### config.mk
export PLATFORM = sky130hd
export DESIGN_NAME = fpu_top
export DESIGN_NICKNAME = d
export VERILOG_FILES = /design/src/verilog/fpu_pkg.sv /design/src/verilog/fpu_op_if.sv /design/src/verilog/fpu_regs.sv /design/src/verilog/fpu_ctrl.sv /design/src/verilog/fpu_addsub.sv /design/src/verilog/fpu_mul.sv /design/src/verilog/fpu_top.sv
export VERILOG_INCLUDE_DIRS = /design/src /design/src/verilog
export SDC_FILE = /design/constraint.sdc
export NUM_CORES = 1
export LEC_CHECK = 0
export ABC_CLOCK_PERIOD_IN_PS = 20100
export BUFFER_PORTS_ARGS = -buffer_cell sky130_fd_sc_hd__buf_4
export CAP_MARGIN = 25
export CORE_UTILIZATION = 50
export DETAILED_ROUTE_END_ITERATION = 7
export HOLD_SLACK_MARGIN = 0.1
export PLACE_DENSITY = 0.65
export SYNTH_ARGS = -nofsm -noshare
export SYNTH_HDL_FRONTEND = slang
export SYNTH_SLANG_ARGS = --single-unit
### constraint.sdc
create_clock -name clk -period 20.1 [get_ports clk]
set_input_delay 1.005 -clock clk [delete_from_list [all_inputs] [get_ports clk]]
set_output_delay 1.005 -clock clk [all_outputs]
set_load 0.05 [all_outputs]
### src/verilog/fpu_consts.svh
// fpu constants
// exponent bias, float field widths, multiplier step count and the
// byte-bus register map of the coprocessor
`ifndef FPU_CONSTS_SVH
`define FPU_CONSTS_SVH

// single precision fields
`define FPU_EXP_BIAS  127
`define FPU_EXP_W     8
`define FPU_MANT_W    23   // stored mantissa, hidden bit not included
`define FPU_SIG_W     24   // mantissa with hidden bit restored

// sequential multiplier, one add and one shift per step
`define FPU_MUL_STEPS 24

// register map, 32-bit registers take four byte addresses, little endian
`define FPU_ADDR_W    4
`define FPU_ADDR_A0   0
`define FPU_ADDR_B0   4
`define FPU_ADDR_OP   8    // single byte, low nibble is the opcode
`define FPU_ADDR_R0   9

`endif

### src/verilog/fpu_pkg.sv
// fpu types
// operation codes, command controller states and the single precision
// float layout shared by the register file and both datapaths
`include "fpu_consts.svh"

package fpu_pkg;

  // opcode as written to the operation register
  typedef enum logic [3:0] {
    op_add = 4'd0,
    op_sub = 4'd1,   // add with sign of b inverted
    op_mul = 4'd2
  } e_fpu_op;

  // command controller states
  typedef enum logic [1:0] {
    idle_st,          // waiting for an operation write
    addsub_st,        // combinational path settles, result loaded here
    mul_run_st,       // shift-add multiplier running
    result_valid_st   // holds cmd_end until end_ack
  } e_fpu_state;

  typedef struct packed {
    logic                   sign;
    logic [`FPU_EXP_W-1:0]  exponent;   // biased
    logic [`FPU_MANT_W-1:0] mantissa;   // fraction, hidden bit implied
  } fp32_t;

endpackage

### src/verilog/fpu_op_if.sv
// fpu operand interface
// operands and opcode from the register file to the datapaths, plus the
// pending/taken handshake between register file and controller
`timescale 1ns/1ps

interface fpu_op_if;

  fpu_pkg::fp32_t   operand_a;
  fpu_pkg::fp32_t   operand_b;
  fpu_pkg::e_fpu_op operation;
  logic             op_pending;  // valid opcode written, not yet taken
  logic             op_taken;    // one cycle pulse from the controller

  modport regs_mp (
    output operand_a, operand_b, operation, op_pending,
    input  op_taken
  );

  modport ctrl_mp (
    input  operation, op_pending,
    output op_taken
  );

  modport unit_mp (
    input operand_a, operand_b, operation
  );

endinterface

### src/verilog/fpu_regs.sv
// fpu register file
// byte-wide bus access to operands a and b, the opcode and the result,
// writes sampled on clk and locked out while the unit is busy
`timescale 1ns/1ps
`include "fpu_consts.svh"

module fpu_regs (
  input  logic             clk,
  input  logic             arst,
  input  logic [7:0]       data_in,
  output logic [7:0]       data_out,
  input  logic [3:0]       addr,
  input  logic             cs,
  input  logic             rd,
  input  logic             wr,
  input  logic             busy,
  fpu_op_if.regs_mp        op,
  input  logic             result_load,
  input  fpu_pkg::fp32_t   addsub_result,
  input  fpu_pkg::fp32_t   mul_result
);

  logic [31:0]             a_q, b_q, res_q;
  fpu_pkg::e_fpu_op        op_q;
  logic                    pending_q;
  logic                    wr_en;
  logic [`FPU_ADDR_W-1:0]  a_off, b_off, r_off;   // byte lane within each register
  logic                    sel_a, sel_b, sel_op, sel_r;

  assign a_off  = addr - `FPU_ADDR_W'(`FPU_ADDR_A0);
  assign b_off  = addr - `FPU_ADDR_W'(`FPU_ADDR_B0);
  assign r_off  = addr - `FPU_ADDR_W'(`FPU_ADDR_R0);
  assign sel_a  = (a_off < 4);   // wraps above 15 for addresses below the base
  assign sel_b  = (b_off < 4);
  assign sel_r  = (r_off < 4);
  assign sel_op = (addr == `FPU_ADDR_W'(`FPU_ADDR_OP));

  assign wr_en  = !cs && !wr && !busy;   // bus is active low, locked during a command

  always_ff @(posedge clk or posedge arst) begin
    if (arst) begin
      a_q       <= '0;
      b_q       <= '0;
      res_q     <= '0;
      op_q      <= fpu_pkg::op_add;
      pending_q <= 1'b0;
    end else begin
      if (op.op_taken) pending_q <= 1'b0;
      if (wr_en) begin
        if (sel_a) a_q[{a_off[1:0], 3'b000} +: 8] <= data_in;
        if (sel_b) b_q[{b_off[1:0], 3'b000} +: 8] <= data_in;
        if (sel_op) begin
          case (fpu_pkg::e_fpu_op'(data_in[3:0]))
            fpu_pkg::op_add, fpu_pkg::op_sub, fpu_pkg::op_mul: begin
              op_q      <= fpu_pkg::e_fpu_op'(data_in[3:0]);
              pending_q <= 1'b1;   // kicks the controller
            end
            default: ;             // unknown codes leave everything as is
          endcase
        end
      end
      // result source follows the stored opcode
      if (result_load) res_q <= (op_q == fpu_pkg::op_mul) ? mul_result : addsub_result;
    end
  end

  assign op.operand_a  = a_q;
  assign op.operand_b  = b_q;
  assign op.operation  = op_q;
  assign op.op_pending = pending_q;

  // read mux, zero when not selected or unmapped
  always_comb begin
    data_out = '0;
    if (!cs && !rd) begin
      if (sel_a)       data_out = a_q[{a_off[1:0], 3'b000} +: 8];
      else if (sel_b)  data_out = b_q[{b_off[1:0], 3'b000} +: 8];
      else if (sel_op) data_out = {4'b0000, op_q};
      else if (sel_r)  data_out = res_q[{r_off[1:0], 3'b000} +: 8];
    end
  end

endmodule

### src/verilog/fpu_ctrl.sv
// fpu command controller
// dispatches a pending opcode to the add/sub path or the multiplier,
// loads the result and holds cmd_end until the host acknowledges
`timescale 1ns/1ps

module fpu_ctrl (
  input  logic       clk,
  input  logic       arst,
  fpu_op_if.ctrl_mp  op,
  input  logic       end_ack,
  input  logic       mul_done,
  output logic       mul_start,
  output logic       result_load,
  output logic       busy,
  output logic       cmd_end
);

  fpu_pkg::e_fpu_state state, state_nxt;
  logic                op_taken_q;

  always_comb begin
    state_nxt = state;
    case (state)
      fpu_pkg::idle_st:
        if (op.op_pending) begin
          case (op.operation)
            fpu_pkg::op_add, fpu_pkg::op_sub: state_nxt = fpu_pkg::addsub_st;
            fpu_pkg::op_mul:                  state_nxt = fpu_pkg::mul_run_st;
            default:                          state_nxt = fpu_pkg::idle_st;
          endcase
        end
      fpu_pkg::addsub_st:
        state_nxt = fpu_pkg::result_valid_st;   // result_load is high this cycle
      fpu_pkg::mul_run_st:
        if (result_load) state_nxt = fpu_pkg::result_valid_st;  // one cycle after mul_done
      fpu_pkg::result_valid_st:
        if (end_ack) state_nxt = fpu_pkg::idle_st;
      default:
        state_nxt = fpu_pkg::idle_st;
    endcase
  end

  // outputs registered from the next state
  always_ff @(posedge clk or posedge arst) begin
    if (arst) begin
      state       <= fpu_pkg::idle_st;
      op_taken_q  <= 1'b0;
      mul_start   <= 1'b0;
      result_load <= 1'b0;
      busy        <= 1'b0;
      cmd_end     <= 1'b0;
    end else begin
      state       <= state_nxt;
      op_taken_q  <= (state == fpu_pkg::idle_st) && (state_nxt != fpu_pkg::idle_st);
      mul_start   <= (state == fpu_pkg::idle_st) && (state_nxt == fpu_pkg::mul_run_st);
      // load lands on the same edge that raises cmd_end
      result_load <= ((state == fpu_pkg::idle_st) && (state_nxt == fpu_pkg::addsub_st)) ||
                     ((state == fpu_pkg::mul_run_st) && mul_done);
      busy        <= (state_nxt != fpu_pkg::idle_st);
      cmd_end     <= (state_nxt == fpu_pkg::result_valid_st);
    end
  end

  assign op.op_taken = op_taken_q;   // clears the pending flag in the register file

endmodule

### src/verilog/fpu_addsub.sv
// fpu add/sub datapath
// combinational exponent align, two's complement add and normalize,
// truncating, no rounding and no special values
`timescale 1ns/1ps
`include "fpu_consts.svh"

module fpu_addsub (
  fpu_op_if.unit_mp       op,
  output fpu_pkg::fp32_t  addsub_result
);

  logic [`FPU_SIG_W-1:0]        sig_a, sig_b;     // hidden bit restored
  logic [`FPU_SIG_W-1:0]        al_a, al_b;       // after alignment
  logic [`FPU_EXP_W-1:0]        exp_big, exp_diff, exp_norm;
  logic                         sign_b;
  logic signed [`FPU_SIG_W+1:0] val_a, val_b, sum;
  logic [`FPU_SIG_W:0]          mag, mag_norm;

  assign sig_a  = {1'b1, op.operand_a.mantissa};
  assign sig_b  = {1'b1, op.operand_b.mantissa};
  assign sign_b = op.operand_b.sign ^ (op.operation == fpu_pkg::op_sub);  // sub flips b

  // shift the smaller operand right, 25 or more places leaves zero
  always_comb begin
    if (op.operand_a.exponent >= op.operand_b.exponent) begin
      exp_big  = op.operand_a.exponent;
      exp_diff = op.operand_a.exponent - op.operand_b.exponent;
      al_a     = sig_a;
      al_b     = sig_b >> exp_diff;
    end else begin
      exp_big  = op.operand_b.exponent;
      exp_diff = op.operand_b.exponent - op.operand_a.exponent;
      al_a     = sig_a >> exp_diff;
      al_b     = sig_b;
    end
  end

  // signed magnitudes into two's complement, 26 bits never overflow
  assign val_a = op.operand_a.sign ? -signed'({2'b00, al_a}) : signed'({2'b00, al_a});
  assign val_b = sign_b            ? -signed'({2'b00, al_b}) : signed'({2'b00, al_b});
  assign sum   = val_a + val_b;

  always_comb begin
    mag      = sum[`FPU_SIG_W+1] ? (~sum[`FPU_SIG_W:0] + 1'b1) : sum[`FPU_SIG_W:0];
    mag_norm = mag;
    exp_norm = exp_big;
    if (mag[`FPU_SIG_W]) begin       // carry out, one step right
      mag_norm = mag >> 1;
      exp_norm = exp_big + 1'b1;
    end else begin
      // leading zero walk, fixed bound keeps it combinational
      for (int i = 0; i < `FPU_SIG_W - 1; i++) begin
        if (!mag_norm[`FPU_SIG_W-1]) begin
          mag_norm = mag_norm << 1;
          exp_norm = exp_norm - 1'b1;
        end
      end
    end
  end

  // exact cancellation gives +0
  assign addsub_result = (mag == '0) ? '0
                       : {sum[`FPU_SIG_W+1], exp_norm, mag_norm[`FPU_MANT_W-1:0]};

endmodule

### src/verilog/fpu_mul.sv
// fpu multiplier datapath
// sequential shift-add mantissa multiply, one add and one shift cycle per
// step, exponent sum and sign xor formed from the final product
`timescale 1ns/1ps
`include "fpu_consts.svh"

module fpu_mul (
  input  logic            clk,
  input  logic            arst,
  fpu_op_if.unit_mp       op,
  input  logic            mul_start,
  output logic            mul_done,
  output fpu_pkg::fp32_t  mul_result
);

  logic [2*`FPU_SIG_W:0]   prod;       // upper half accumulates, lower half holds multiplier
  logic [4:0]              step_cnt;
  logic                    shift_ph;   // 0 add step, 1 shift step
  logic                    running;
  logic                    load;
  logic [`FPU_EXP_W+1:0]   exp_sum;    // room for the sum before bias removal

  assign load = mul_start && (op.operation == fpu_pkg::op_mul);

  // step sequencing
  always_ff @(posedge clk or posedge arst) begin
    if (arst) begin
      running  <= 1'b0;
      shift_ph <= 1'b0;
      step_cnt <= '0;
      mul_done <= 1'b0;
    end else begin
      mul_done <= 1'b0;
      if (load) begin
        running  <= 1'b1;
        shift_ph <= 1'b0;
        step_cnt <= '0;
      end else if (running) begin
        shift_ph <= ~shift_ph;
        if (shift_ph) begin
          step_cnt <= step_cnt + 5'd1;
          if (step_cnt == 5'(`FPU_MUL_STEPS - 1)) begin
            running  <= 1'b0;
            mul_done <= 1'b1;   // product is final from here on
          end
        end
      end
    end
  end

  // product/multiplier register
  always_ff @(posedge clk) begin
    if (load) begin
      prod <= {{(`FPU_SIG_W+1){1'b0}}, 1'b1, op.operand_b.mantissa};
    end else if (running) begin
      if (!shift_ph) begin
        if (prod[0])   // multiplier lsb set, add multiplicand on top, bit 48 catches the carry
          prod[2*`FPU_SIG_W:`FPU_SIG_W] <= prod[2*`FPU_SIG_W:`FPU_SIG_W] +
                                           {1'b0, 1'b1, op.operand_a.mantissa};
      end else begin
        prod <= prod >> 1;
      end
    end
  end

  // product bit 47 set means 1x.xxx, bump the exponent
  assign exp_sum = {2'b00, op.operand_a.exponent} + {2'b00, op.operand_b.exponent}
                 - 10'(`FPU_EXP_BIAS) + 10'(prod[47]);

  assign mul_result.sign     = op.operand_a.sign ^ op.operand_b.sign;
  assign mul_result.exponent = exp_sum[`FPU_EXP_W-1:0];
  assign mul_result.mantissa = prod[47] ? prod[46:24] : prod[45:23];   // truncated

endmodule

### src/verilog/fpu_top.sv
// fpu coprocessor top
// byte bus register file, command controller and the add/sub and
// multiply datapaths, joined by the operand interface
`timescale 1ns/1ps

module fpu_top (
  input  logic       clk,
  input  logic       arst,
  input  logic [7:0] data_in,
  output logic [7:0] data_out,
  input  logic [3:0] addr,
  input  logic       cs,        // active low
  input  logic       rd,        // active low
  input  logic       wr,        // active low
  input  logic       end_ack,
  output logic       cmd_end,
  output logic       busy
);

  fpu_pkg::fp32_t addsub_result, mul_result;
  logic           mul_start, mul_done, result_load;

  fpu_op_if op_if ();

  fpu_regs regs_i (
    .clk           (clk),
    .arst          (arst),
    .data_in       (data_in),
    .data_out      (data_out),
    .addr          (addr),
    .cs            (cs),
    .rd            (rd),
    .wr            (wr),
    .busy          (busy),
    .op            (op_if.regs_mp),
    .result_load   (result_load),
    .addsub_result (addsub_result),
    .mul_result    (mul_result)
  );

  fpu_ctrl ctrl_i (
    .clk         (clk),
    .arst        (arst),
    .op          (op_if.ctrl_mp),
    .end_ack     (end_ack),
    .mul_done    (mul_done),
    .mul_start   (mul_start),
    .result_load (result_load),
    .busy        (busy),
    .cmd_end     (cmd_end)
  );

  fpu_addsub addsub_i (
    .op            (op_if.unit_mp),
    .addsub_result (addsub_result)
  );

  fpu_mul mul_i (
    .clk        (clk),
    .arst       (arst),
    .op         (op_if.unit_mp),
    .mul_start  (mul_start),
    .mul_done   (mul_done),
    .mul_result (mul_result)
  );

endmodule

# --- Word level (Yosys, flattened, before mapping) ---
# Cells that the tools add are included.
word_totals:
  regBits: 165
  input_bits: 18
  out_inout_bits: 10
  word_cells: 250
classes:
  addsub: 39
  n_lt_le_gt_ge: 4
  n_eq_ne: 12
  shifts: 9
  n_mux: 135
  n_bitwise: 4
  reduce_logical: 29
ops:
  columns: ["operator", "n"]
  rows:
  - ["two-way mux 24 bit", 46]
  - ["two-way mux 8 bit", 52]
  - ["subtractor 8 x 1 -> 8 bit (second input constant)", 23]
  - ["two-way mux 23 bit", 6]
  - ["indexed part select 32 x 6 -> 8 bit", 3]
  - ["two-way mux 25 bit", 3]
  - ["bitwise mux 32 bit", 2]
  - ["two-way mux 32 bit", 2]
  - ["variable shift 8 x 7 -> 32 bit (first input constant)", 2]
  - ["indexed part select 8 x 7 -> 32 bit", 2]
  - ["two-way mux 26 bit", 2]
  - ["negator 24 -> 26 bit", 2]
  - ["right shift 24 x 8 -> 24 bit", 2]
  - ["adder 26 bit", 1]
  - ["adder 25 x 1 -> 25 bit (second input constant)", 1]
  - ["adder 25 x 24 -> 25 bit", 1]
  - ["logical NOT 25 bit", 1]
  - ["inverter 25 bit", 1]
  - ["subtractor 8 bit", 2]
  - ["two-way mux 5 bit", 3]
  - ["two-way mux 1 bit", 14]
  - ["negator 5 -> 7 bit", 2]
  - ["less-than comparator 4 x 3 -> 1 bit (second input constant)", 3]
  - ["AND reduction 2 bit", 5]
  - ["28 further kinds", 51]

# --- Logic depth before layout (Yosys ltp) ---
logic_depth:
  ltp_word: 79
  depth_mapped: 89

# --- Cells and area by module ---
# From an unflattened synthesis, not the netlist that was laid out.
unflattened:
  hier_cells: 3336
  hier_area_um2: 25135.4
by_module_without_submodules:
  columns: ["module", "n_inst", "cells_per_inst", "area_each_um2", "seq_area_each_um2"]
  rows:
  - ["fpu_addsub", 1, 2316, 15487.4, 0.0]
  - ["fpu_regs", 1, 493, 5078.6, 2527.4]
  - ["fpu_mul", 1, 503, 4302.9, 1411.4]
  - ["fpu_ctrl", 1, 24, 266.5, 175.2]

# --- Least setup slack after synthesis ---
# Ideal clock, no wire load.
synth_timing:
  path_kind: "reg-to-reg"
  startpoint: "register regs_i.a_q[23] (netlist: regs_i.op.operand_a[23])"
  endpoint: "register regs_i.res_q[27]"
  arrival_time_ps: 17561
  t_required_ps: 19963
  path_slack_ps: 2402
  path_stages_with_launch: 87
  n_path_buf: 10
  synth_period_minus_slack_ps: 17698
  cell_sequence: "dfrtp_1 > inv_1 > ha_1 > inv_1 > fa_1 > a21o_1 > and4_4 > o41ai_2 > buf_2 > buf_2 > buf_1 > buf_1 > clkbuf_1 > buf_1 > o22ai_1 > inv_1 > ha_1 > inv_1 > [51 not listed] > a31oi_1 > ha_1 > nand2_1 > nand2_1 > ha_1 > nand2_1 > o221ai_1 > a211oi_1 > o21a_1 > nor2_1 > xor2_1 > mux2i_1 > xnor3_1 > nand3_1 > a21oi_1 > nand2b_1 > a221oi_1 > a21oi_1"
synth_between:
  elab_chain_cells: 79
  elab_cells_between_ends: 136
  cone_classes: "add/sub: 33; order compare: 1; shift: 2; mux: 98; bitwise: 1; reduce/logical: 1"
synth_lines:
  columns: ["element", "line_no", "rtl"]
  rows:
  - ["from (decl)", "fpu_regs.sv:23", "logic [31:0] a_q, b_q, res_q;"]
  - ["from (signal, indexed assignment)", "fpu_regs.sv:50", "if (sel_a) a_q[{a_off[1:0], 3'b000} +: 8] <= data_in;"]
  - ["subtractor 8 bit (on tied branches)", "fpu_addsub.sv:32, fpu_addsub.sv:27", null]
  - ["right shift 24 x 8 -> 24 bit (on tied branches)", "fpu_addsub.sv:33, fpu_addsub.sv:29", null]
  - ["two-way mux 24 bit", "fpu_addsub.sv:25", "if (op.operand_a.exponent >= op.operand_b.exponent) begin"]
  - ["negator 24 -> 26 bit (on tied branches)", "fpu_addsub.sv:39, fpu_addsub.sv:40", null]
  - ["two-way mux 26 bit (on tied branches)", "fpu_addsub.sv:39, fpu_addsub.sv:40", null]
  - ["adder 26 bit", "fpu_addsub.sv:41", "assign sum = val_a + val_b;"]
  - ["inverter 25 bit", "fpu_addsub.sv:44", "mag = sum[`FPU_SIG_W+1] ? (~sum[`FPU_SIG_W:0] + 1'b1) : sum[`FPU_SIG_W:0];"]
  - ["adder 25 x 1 -> 25 bit", "fpu_addsub.sv:44", null]
  - ["[63 not listed]", null, null]
  - ["subtractor 8 x 1 -> 8 bit", "fpu_addsub.sv:55", "exp_norm = exp_norm - 1'b1;"]
  - ["two-way mux 8 bit", "fpu_addsub.sv:53", "if (!mag_norm[`FPU_SIG_W-1]) begin"]
  - ["two-way mux 8 bit", "fpu_addsub.sv:47", "if (mag[`FPU_SIG_W]) begin"]
  - ["subtractor 8 x 1 -> 8 bit", "fpu_addsub.sv:55", null]
  - ["two-way mux 8 bit", "fpu_addsub.sv:53", null]
  - ["two-way mux 8 bit", "fpu_addsub.sv:47", null]
  - ["two-way mux 32 bit", "fpu_addsub.sv:62", "assign addsub_result = (mag == '0) ? '0"]
  - ["two-way mux 32 bit *", "fpu_regs.sv:63", "if (result_load) res_q <= (op_q == fpu_pkg::op_mul) ? mul_result : addsub_result;"]
  - ["to (signal assigned)", "fpu_regs.sv:63", null]
  - ["to (decl)", "fpu_regs.sv:23", null]
# Mark *: on every way between the ends. The rest lies on a longest branch, timed or not. The select of a mux whose other input is x is not followed.
# A chain may end at the register's enable or synchronous reset.

# --- Worst setup path after layout ---
# Ends and elaborated chain as after synthesis.

==> flow_summary.yaml <==
status:
  status: "completed"
final_layout:
  seqCellArea_sq_mm: 0.004115
  fin_util: 0.5401
  n_antenna_cell: 0
  layout-drive-gt1-share: 0.1211
  fin_nets: 3353
  fillerInstances: 4823
  multi_input_area_sq_mm: 0.01990
  final_area_sq_mm: 0.02660
  area_growth_pct: 5.807
setup_path:
  path_class: "reg2reg"
  reg2regPathDepth: 79
  path_common_cell: "ha_1"
  crit_start: "regs_i.op.operand_a[23]$_DFFE_PP0P_"
  timing.rr.start: "regs_i.op.operand_a[23]$_DFFE_PP0P_"
  startpoint_type: "flip-flop"
  cp-end-kind: "flip-flop"
  cpPeakStageDelay_ns: 0.62
  cp.arrival_ns: 19.20
  crit_fanout: 22
  crit_slowest_cell: "o41a_2"
  worstPathRequired_ns: 20.41
timing:
  tightest_slew_ns: 1.075
  fmax_mhz: 52.95
  rsz0062_at_grt: "no"
  final.period_utilization: 0.9396
  min_period_ns: 18.89
  finClkSkew_ns: 0.01311
  final.setup.worst_slack_ns: 1.213
  slew_violations: 0
  slew_headroom: 0.2722
  setup-tns-final_ns: 0
  setup_viol: 0
  finalHoldViolations: 0
yosys:
  yosysSeqAreaShare: 0.1636
  ys_warn_count: 0
  ys.flop_type: "dfrtp_1"
  synth_edf_count: 23
  netlist_instances: 3303
  synth_cell_type_count: 134
  async_flop_share: 0.7030
  syn-num-nets: 3432
  synth.avg_cell_area_sq_um: 7.613
  ys_ff_latch: 165
  syn_area_sq_mm: 0.02514
cts:
  cts_htree_levels: 4
  root_buffer: "clkbuf_16"
  clkTransAtPathRegs_ns: 0.08
  cts_tree: "yes"
  cts_buffers: 17
  holdBufCountCts: 0
  clockBufferDepth: 2
  clkSinkCount: 165
  clk-insertion-delay-late_ns: 0.46
place:
  dp_slack_ns: 0.9698
  place.gp.congestion: 1.012
  io_buffers: 27
  place_area_sq_mm: 0.02592
  dp.final_hpwl_mm: 75.53
die:
  initial_core_util: 0.5105
  die_h_microns: 226.3
  dieArea_sq_mm: 0.05119
  num_rows: 81
  core_area_sq_mm: 0.04925
  die_w_microns: 226.3
  ioPinCount: 28
global_route:
  grt_start_max_net_pins: 66
  grt_pass1_wl_mm: 149.1
  grt_pass1_vias: 24706
  grt_usage: 0.3788
  grt_overflow: 0
  antenna_found_initial: 3
route:
  dr.pass1.iters: 6
  viasPerCell: 6.879
  wl_per_cell_microns: 25.15
  drt_iter0_drc: 3369
  drt-total-wl_mm: 98.13
  drc: 0
  ant_nets: 0
  num_vias: 26835
flow_run:
  maxCapViolations: 0
min_path:
  hold_start: "ctrl_i.op.op_taken$_DFF_PP0_"
  min_path_type: "reg2reg"
  whs_path_depth: 1
cell families (layout without fill, tap and decap cells):
kind of cell,Yosys count,in the layout,synth area share
AO/OA/AOI/OAI,1003,1003,0.2735
XOR/XNOR,202,203,0.08255
adder cells (fa/ha/maj),113,113,0.05752
buffers and inverters,296,229,0.04892
flip-flops,165,165,0.1636
multiplexers,241,241,0.1250
AND/OR/NAND/NOR,1283,1283,0.2489
synth_stat cells, types with 23 or more instances:
| cell type | count | share of area |
|---|---|---|
| clkbuf_1 | 134 | 0.020 |
| nand3_1 | 84 | 0.017 |
| a21oi_1 | 207 | 0.041 |
| or3_1 | 38 | 0.0095 |
| and3_1 | 28 | 0.0070 |
| mux4_2 | 49 | 0.044 |
| xor2_1 | 54 | 0.019 |
| a31oi_1 | 47 | 0.012 |
| a22oi_1 | 27 | 0.0081 |
| o22ai_1 | 37 | 0.0092 |
| a21o_1 | 37 | 0.011 |
| o211ai_1 | 74 | 0.022 |
| o21a_1 | 30 | 0.0090 |
| nor3_1 | 123 | 0.024 |
| inv_1 | 91 | 0.014 |
| nor4_1 | 30 | 0.0075 |
| o31ai_1 | 27 | 0.0081 |
| ha_1 | 106 | 0.053 |
| a211oi_1 | 67 | 0.020 |
| xnor2_1 | 124 | 0.043 |
| dfrtp_1 | 116 | 0.12 |
| nor2_1 | 349 | 0.052 |
| nand4_1 | 35 | 0.0087 |
| nand2b_1 | 36 | 0.0090 |
| buf_2 | 34 | 0.0068 |
| dfxtp_1 | 26 | 0.021 |
| mux2i_1 | 111 | 0.044 |
| edfxtp_1 | 23 | 0.027 |
| mux2_2 | 78 | 0.035 |
| and2_1 | 40 | 0.010 |
| o21ai_0 | 188 | 0.037 |
| nand2_1 | 381 | 0.057 |
what timing repair did:
action,in CTS,in global routing
endpoints found under the hold margin,0,0
endpoints found under the setup margin,0,5
setup buffers,0,5
gates resized for setup,0,8
critical path: cells and delay by family (launching register included):
family,cells,cell delay [ns]
compound gates,22,5.79
simple gates,28,4.80
fa+ha+maj,16,4.78
xor+xnor,4,1.27
mux,5,0.92
buf+inv,4,0.70
flops,1,0.45
path summary, 6_finish.rpt:
kind,to,slack [ns]
worst max-delay path,regs_i.res_q[27]$_DFFE_PP0P_,1.21
worst max register to register,regs_i.res_q[27]$_DFFE_PP0P_,1.21
worst min register to register,regs_i.op.op_pending$_DFF_PP0_,0.45
min in group asynchronous,mul_i.step_cnt[4]$_DFFE_PP0P_,0.62
worst min-delay path,regs_i.op.op_pending$_DFF_PP0_,0.45
max in group asynchronous,regs_i.res_q[19]$_DFFE_PP0P_,18.15
flip-flops by register name, summed over array words and instances (netlist names):
name,cells
ctrl_i.mul_start,1
ctrl_i.busy,1
ctrl_i.cmd_end,1
mul_i.shift_ph,1
regs_i.op.operation,4
ctrl_i.state,2
regs_i.op.op_pending,1
regs_i.res_q,32
mul_i.step_cnt,5
mul_i.running,1
regs_i.op.operand_a,32
ctrl_i.op.op_taken,1
mul_i.prod,49
regs_i.op.operand_b,32
mul_i.mul_done,1
ctrl_i.result_load,1
routing by layer:
layer  GRT usage  part of all wire  vias to the layer above
met4      0.1508             0.044                        6
li1            -                 -                    12222
met3     0.06531             0.090                      275
met1      0.5063              0.41                    12889
met5           0           0.00038                        -
met2      0.6048              0.45                     1443
cell usage in the layout, fill, tap and decap left out, types with 23 or more instances in the layout:
| master | count |
|---|---|
| a211oi_1 | 67 |
| a21o_1 | 37 |
| a21oi_1 | 207 |
| a22oi_1 | 27 |
| a31oi_1 | 47 |
| and2_1 | 39 |
| and3_1 | 28 |
| buf_4 | 96 |
| dfrtp_1 | 115 |
| dfxtp_1 | 26 |
| edfxtp_1 | 23 |
| ha_1 | 104 |
| inv_1 | 90 |
| mux2_2 | 78 |
| mux2i_1 | 111 |
| mux4_2 | 49 |
| nand2_1 | 381 |
| nand2b_1 | 36 |
| nand3_1 | 84 |
| nand4_1 | 35 |
| nor2_1 | 345 |
| nor3_1 | 123 |
| nor4_1 | 30 |
| o211ai_1 | 74 |
| o21a_1 | 30 |
| o21ai_0 | 186 |
| o22ai_1 | 37 |
| o31ai_1 | 27 |
| or3_1 | 37 |
| xnor2_1 | 120 |
| xor2_1 | 54 |
per-stage QoR:
stage               hold slack [ns]  std cells
floorplan                    0.3996       3303
global placement             0.4113       3859
detailed placement           0.4440       3862
CTS                          0.4563       3894
global route                 0.4867       3901
finish                       0.4482       3901
cell type report:
type,count,share of cell area
multi-input combinational,2843,0.7481
tap,664,0.03123
timing repair buffer,101,0.03029
clock inverter,15,0.006114
clock buffer,17,0.01599
inverter,96,0.01364
sequential,165,0.1547
Power is left out: the tool's default activity adds up to more than one toggle a clock period on the data nets, which glitch-free logic cannot reach.
